--- src/verilog/sya_pkg.sv ---
package sya_pkg;

    // ================================================
    // Widths
    // ================================================
    localparam int ACT_WIDTH   = 8;
    localparam int PSUM_WIDTH  = 32;
    localparam int ADDR_WIDTH  = 16;
    localparam int CHN_WIDTH   = 16;
    localparam int SHIFT_WIDTH = 5;

    // ================================================
    // Data types
    // ================================================
    // Activation and weight elements share one type
    typedef logic signed [ACT_WIDTH-1:0]  act_t;
    typedef logic signed [PSUM_WIDTH-1:0] psum_t;
    // Unsigned requantized output element
    typedef logic [7:0]                   ofm_t;

    // Job configuration fields
    typedef logic [ADDR_WIDTH-1:0]  addr_t;
    typedef logic [CHN_WIDTH-1:0]   chn_t;
    typedef logic [SHIFT_WIDTH-1:0] shift_t;

    // Job sequencing in the fetch block
    typedef enum logic [1:0] {
        IDLE,
        FETCH,
        WAIT_OUT
    } fetch_state_t;

endpackage

--- src/verilog/sya_if.sv ---
`timescale 1ns/100ps

// Operand beats from fetch into the array with one channel per beat
interface operand_if #(
    parameter int NUM_ROW = 4,
    parameter int NUM_COL = 4
);
    import sya_pkg::*;

    logic               valid;
    logic               ready;
    act_t [NUM_ROW-1:0] act;
    act_t [NUM_COL-1:0] wgt;
    // Final channel of the job
    logic               last;

    modport source (output valid, act, wgt, last, input ready);
    modport sink (input valid, act, wgt, last, output ready);

endinterface


--- src/verilog/sya_fetch.sv ---
`timescale 1ns/100ps

module sya_fetch #(
    parameter int NUM_ROW = 4,
    parameter int NUM_COL = 4
) (
    input  logic                              clk,
    input  logic                              rst_n,
    // Job configuration
    input  logic                              cfg_valid,
    output logic                              cfg_ready,
    input  sya_pkg::addr_t                    cfg_act_base,
    input  sya_pkg::addr_t                    cfg_wgt_base,
    input  sya_pkg::addr_t                    cfg_ofm_base,
    input  sya_pkg::chn_t                     cfg_chn,
    input  sya_pkg::shift_t                   cfg_shift,
    input  sya_pkg::ofm_t                     cfg_zp,
    output sya_pkg::addr_t                    ofm_base,
    output sya_pkg::shift_t                   shift,
    output sya_pkg::ofm_t                     zp,
    // Read address pair
    output logic                              rd_addr_valid,
    output sya_pkg::addr_t                    act_rd_addr,
    output sya_pkg::addr_t                    wgt_rd_addr,
    input  logic                              act_rd_addr_ready,
    input  logic                              wgt_rd_addr_ready,
    // Read data pair
    input  sya_pkg::act_t [NUM_ROW-1:0]       act_rd_data,
    input  logic                              act_rd_data_valid,
    input  sya_pkg::act_t [NUM_COL-1:0]       wgt_rd_data,
    input  logic                              wgt_rd_data_valid,
    output logic                              rd_data_ready,
    input  logic                              job_done,
    operand_if.source                         opd
);
    import sya_pkg::*;

    fetch_state_t state;
    fetch_state_t state_nxt;
    addr_t        act_base_q;
    addr_t        wgt_base_q;
    chn_t         chn_q;
    chn_t         issue_cnt;
    chn_t         beat_cnt;
    logic         cfg_take;
    logic         addr_take;
    logic         beat_take;
    logic         fetching;

    // ================================================
    // Job state machine
    // ================================================
    assign cfg_ready = (state == IDLE);
    assign cfg_take  = cfg_valid && cfg_ready;
    assign fetching  = (state == FETCH);

    always_comb begin
        state_nxt = state;
        case (state)
            IDLE:     if (cfg_take) state_nxt = FETCH;
            FETCH:    if (beat_take && opd.last) state_nxt = WAIT_OUT;
            WAIT_OUT: if (job_done) state_nxt = IDLE;
            default:  state_nxt = IDLE;
        endcase
    end

    // Configuration is held for the whole job
    always_ff @(posedge clk) begin
        if (cfg_take) begin
            act_base_q <= cfg_act_base;
            wgt_base_q <= cfg_wgt_base;
            ofm_base   <= cfg_ofm_base;
            chn_q      <= cfg_chn;
            shift      <= cfg_shift;
            zp         <= cfg_zp;
        end
    end

    // ================================================
    // Address issue and beat tagging
    // ================================================
    // One pair per channel, until all channels are out
    assign rd_addr_valid = fetching && (issue_cnt != chn_q);
    assign act_rd_addr   = act_base_q + issue_cnt;
    assign wgt_rd_addr   = wgt_base_q + issue_cnt;
    assign addr_take     = rd_addr_valid && act_rd_addr_ready && wgt_rd_addr_ready;

    // Data goes straight into the array, ready follows the array while fetching
    assign opd.valid     = fetching && act_rd_data_valid && wgt_rd_data_valid;
    assign opd.act       = act_rd_data;
    assign opd.wgt       = wgt_rd_data;
    assign opd.last      = (beat_cnt == chn_t'(chn_q - 1'b1));
    assign rd_data_ready = fetching && opd.ready;
    assign beat_take     = opd.valid && opd.ready;

    always_ff @(posedge clk or negedge rst_n) begin
        if (!rst_n) begin
            state     <= IDLE;
            issue_cnt <= '0;
            beat_cnt  <= '0;
        end else begin
            state <= state_nxt;
            if (cfg_take) begin
                issue_cnt <= '0;
                beat_cnt  <= '0;
            end else begin
                if (addr_take) issue_cnt <= issue_cnt + 1'b1;
                if (beat_take) beat_cnt <= beat_cnt + 1'b1;
            end
        end
    end

endmodule

--- src/flat_wrapper.sv ---
// flat-port wrapper written by rule: the top's interface ports become plain ports
module sya_fetch_flat import sya_pkg::*;
#(
    parameter int NUM_ROW = 4,
    parameter int NUM_COL = 4
)
  (clk, rst_n, cfg_valid, cfg_ready, cfg_act_base, cfg_wgt_base, cfg_ofm_base, cfg_chn, cfg_shift, cfg_zp, ofm_base, shift, zp, rd_addr_valid, act_rd_addr, wgt_rd_addr, act_rd_addr_ready, wgt_rd_addr_ready, act_rd_data, act_rd_data_valid, wgt_rd_data, wgt_rd_data_valid, rd_data_ready, job_done, opd_valid, opd_act, opd_wgt, opd_last, opd_ready);
  operand_if #(.NUM_ROW(NUM_ROW), .NUM_COL(NUM_COL)) opd_i ();
  input  logic clk;
  input  logic rst_n;
  input  logic cfg_valid;
  output logic cfg_ready;
  input  sya_pkg::addr_t cfg_act_base;
  input  sya_pkg::addr_t cfg_wgt_base;
  input  sya_pkg::addr_t cfg_ofm_base;
  input  sya_pkg::chn_t cfg_chn;
  input  sya_pkg::shift_t cfg_shift;
  input  sya_pkg::ofm_t cfg_zp;
  output sya_pkg::addr_t ofm_base;
  output sya_pkg::shift_t shift;
  output sya_pkg::ofm_t zp;
  output logic rd_addr_valid;
  output sya_pkg::addr_t act_rd_addr;
  output sya_pkg::addr_t wgt_rd_addr;
  input  logic act_rd_addr_ready;
  input  logic wgt_rd_addr_ready;
  input  sya_pkg::act_t [NUM_ROW-1:0] act_rd_data;
  input  logic act_rd_data_valid;
  input  sya_pkg::act_t [NUM_COL-1:0] wgt_rd_data;
  input  logic wgt_rd_data_valid;
  output logic rd_data_ready;
  input  logic job_done;
  output wire logic [$bits(opd_i.valid)-1:0] opd_valid;
  output wire logic [$bits(opd_i.act)-1:0] opd_act;
  output wire logic [$bits(opd_i.wgt)-1:0] opd_wgt;
  output wire logic [$bits(opd_i.last)-1:0] opd_last;
  input wire logic [$bits(opd_i.ready)-1:0] opd_ready;
  assign opd_valid = opd_i.valid;
  assign opd_act = opd_i.act;
  assign opd_wgt = opd_i.wgt;
  assign opd_last = opd_i.last;
  assign opd_i.ready = opd_ready;
  sya_fetch #(.NUM_ROW(NUM_ROW), .NUM_COL(NUM_COL)) u_core (.clk(clk), .rst_n(rst_n), .cfg_valid(cfg_valid), .cfg_ready(cfg_ready), .cfg_act_base(cfg_act_base), .cfg_wgt_base(cfg_wgt_base), .cfg_ofm_base(cfg_ofm_base), .cfg_chn(cfg_chn), .cfg_shift(cfg_shift), .cfg_zp(cfg_zp), .ofm_base(ofm_base), .shift(shift), .zp(zp), .rd_addr_valid(rd_addr_valid), .act_rd_addr(act_rd_addr), .wgt_rd_addr(wgt_rd_addr), .act_rd_addr_ready(act_rd_addr_ready), .wgt_rd_addr_ready(wgt_rd_addr_ready), .act_rd_data(act_rd_data), .act_rd_data_valid(act_rd_data_valid), .wgt_rd_data(wgt_rd_data), .wgt_rd_data_valid(wgt_rd_data_valid), .rd_data_ready(rd_data_ready), .job_done(job_done), .opd(opd_i));
endmodule
--- config.mk ---
export PLATFORM = sky130hd
export DESIGN_NAME = sya_fetch_flat
export DESIGN_NICKNAME = d
export VERILOG_FILES = /design/src/verilog/sya_pkg.sv /design/src/verilog/sya_if.sv /design/src/verilog/sya_fetch.sv /design/src/flat_wrapper.sv
export SDC_FILE = /design/constraint.sdc
export NUM_CORES = 1
export LEC_CHECK = 0
export BUFFER_PORTS_ARGS = -buffer_cell sky130_fd_sc_hd__buf_4
export CAP_MARGIN = 20
export CORE_UTILIZATION = 48
export CTS_CLUSTER_DIAMETER = 60
export DETAILED_ROUTE_END_ITERATION = 7
export PLACE_DENSITY = 0.82
export SLEW_MARGIN = 20
export SYNTH_ARGS = -nofsm -noshare
export SYNTH_HDL_FRONTEND = slang
export SYNTH_SLANG_ARGS = --single-unit
--- constraint.sdc ---
create_clock -name clk -period 4.64 [get_ports clk]
set_input_delay 0.928 -clock clk [delete_from_list [all_inputs] [get_ports clk]]
set_output_delay 0.928 -clock clk [all_outputs]
set_load 0.03 [all_outputs]
==> results.cfg <==
[status]
outcome = completed

[synth]
syn-cell-area_um2 = 6440
syn_avg_cell_area_um2 = 11.0
synth_cells = 584
ys_seq_elements = 111
synth-async-reset-ratio_pct = 30.6
yosysWarningCount = 0
yosysSeqAreaShare_pct = 49.1
synth_cell_types = 52
syn-num-nets = 769
synth_top_flop_cell = edfxtp_1
synth_edf_count = 77

[power]
leakage_nw = 3.16
clockPowerShare_pct = 26.8
p_per_area_nw_per_um2 = 400
switchingPower_w = 0.00106
vdd_ir_drop_max_uv = 483
pwr-share-seq_pct = 39.8
p_total_w = 0.00303
power_frac_comb_pct = 33.4
internal-power_w = 0.00197
swShare_pct = 35.0

[run]
cap_violations = 0

[setup_path]
slowest_delay_ns = 0.59
path_class = reg2out
slowest_stage = or4b_1
cp-start-kind = register
cp_cell_sequence = inv_1 > ha_1 > or4b_1 > or4b_1 > nand3_1 > a31oi_1 > or4_4 > nor2_1 > buf_4
worstPathRequired_ns = 3.71
crit_path_end_kind = output port
crit_top_cell = or4b_1
critPathBufInv = 2
worst_path_dominant_cell_family = simple AND/OR/NAND/NOR gates
cp.arrival_ns = 3.41
crit_fanout = 7

[grt]
grt_pass1_vias = 4719
grt-ovfl-total = 0
grt_first_pass_wirelength_um = 24200
antenna_found_initial = 0
grtUsageTotal_pct = 22.5
grt_max_degree = 39

[final_layout]
antenna_cells = 0
multi_input_area_um2 = 2670
nNetsFinal = 852
layout-drive-gt1-share_pct = 25.9
nFillCells = 1014
layout.cells.most_common = buf_4
final_cell_mix = 154 x buf_4, 77 x edfxtp_1, 61 x xnor2_1
regArea_um2 = 3160
final_util_pct = 58.8
area_delta_synth_final_pct = 17.4

[worst_hold_path]
hold_path.class = reg2reg

[sta]
fin_tns_setup_ns = 0
rsz0062_at_grt = no
finClkSkew_ns = 0.0127
finalCriticalPeriod_ns = 4.34
worst_slack_ns = 0.303
worst_pin_slew_ns = 0.679
setup_viol = 0
relSlewSlack_pct = 54.3
hold_violations = 0
finalMaxSlewViolations = 0
maxClockFrequency_ghz = 0.231
period_share_pct = 93.5

[drt]
drt_iter0_markers = 170
wl_per_cell_um = 17.9
routed_wl_um = 15100
ant_nets = 0
vias_per_cell = 5.50
drc = 0
dr_total_vias = 4645
drt_pass1_iterations = 5

[clock_network]
clkTransAtPathRegs_ns = 0.08
ctsHoldBuffers = 0
htree_levels = 3
clockBufferDepth = 2
cts_root_buf = clkbuf_16
clk_latency_ns = 0.35
cts_tree = yes
postCtsSetupBuffers = 0
cts_resized = 0
cts.sinks = 111
cts_buffers = 9

[floorplanning]
rows = 41
initial_core_util_pct = 50.0
die_y_um = 118
die_area_um2 = 13900
coreArea_um2 = 12900
die_x_um = 118
io-pin-count = 280

[place]
port-buffer-count = 151
place_hpwl_um = 11800
place_ws_ns = 0.743
place_congestion = 0.871
## through the flow
stage | area, µm² | hold WS, ns | instances
CTS | 7570 | 0.501 | 844
finish | 7570 | 0.497 | 844
detailed placement | 7260 | 0.489 | 828
floorplan | 6440 | 0.454 | 584
global route | 7570 | 0.528 | 844
global placement | 7260 | 0.472 | 828
## synthesized netlist by cell type, types with 14 or more instances
cell / number / area (µm²)
nand3_1: 16 / 80.1
clkbuf_1: 15 / 56.3
o21ai_0: 14 / 70.1
inv_1: 14 / 52.6
xnor2_1: 61 / 534
edfxtp_1: 77 / 2310
nand2_1: 15 / 56.3
nor2_1: 57 / 214
dfrtp_1: 34 / 851
a21oi_1: 27 / 135
xor2_1: 28 / 245
buf_4: 64 / 480
ha_1: 33 / 413
## worst paths after layout
kind                                       end  depth (start not counted)  slack, ns            start
setup / recovery                      opd_last                          9       0.30  u_core.chn_q[0]
hold / removal                 u_core.state[0]                          1       0.50  u_core.state[1]
setup reg to reg               u_core.state[1]                          9       1.56  u_core.chn_q[0]
hold reg to reg                u_core.state[0]                          1       0.50  u_core.state[1]
max in group asynchronous  u_core.beat_cnt[12]                          1       3.81            rst_n
min in group asynchronous   u_core.beat_cnt[0]                          1       0.51            rst_n
## routing by layer
| metal | up-vias | GRT usage [%] | routed length (µm) |
|---|---|---|---|
| met4 | 0 | 13.2 | 665 |
| met5 | - | 1.47 | 0 |
| met2 | 216 | 37.9 | 7450 |
| met1 | 2187 | 25.2 | 5720 |
| li1 | 2175 | - | - |
| met3 | 67 | 6.40 | 1230 |
## power by group through the flow
stage               Sequential, W  Clock, W  Combinational, W
floorplan                 0.00118         0          0.000795
global route              0.00122  0.000867           0.00109
detailed placement        0.00123         0           0.00100
CTS                       0.00120  0.000826           0.00102
global placement          0.00122         0          0.000981
finish                    0.00120  0.000810           0.00101
## cell type report
cell class	instances	share of cell area, %
Sequential cell	111	41.8
Multi-Input combinational cell	377	35.3
Timing Repair Buffer	154	15.3
Clock buffer	9	2.98
Tap cell	172	2.84
Clock inverter	7	1.09
Inverter	14	0.695
## sequential cells by signal, summed over array words and instances, names as in the netlist
name,flops
u_core.act_base_q,16
u_core.beat_cnt,16
u_core.chn_q,16
u_core.issue_cnt,16
u_core.ofm_base,16
u_core.wgt_base_q,16
u_core.zp,8
u_core.shift,5
u_core.state,2
## cell families (layout without fill, tap and decap cells)
kind of cell,count (synthesis),after routing,synth area share [%]
AOI/OAI and AO/OA,76,76,7.44
xor gates and xnor gates,89,89,12.1
adders and majority gates,35,35,7.03
buffers and inverters,96,184,9.48
DFF,111,111,49.1
muxes,2,2,0.311
and+or+nand+nor,175,175,14.5
Note: power is estimated with default switching activity, not from simulation.
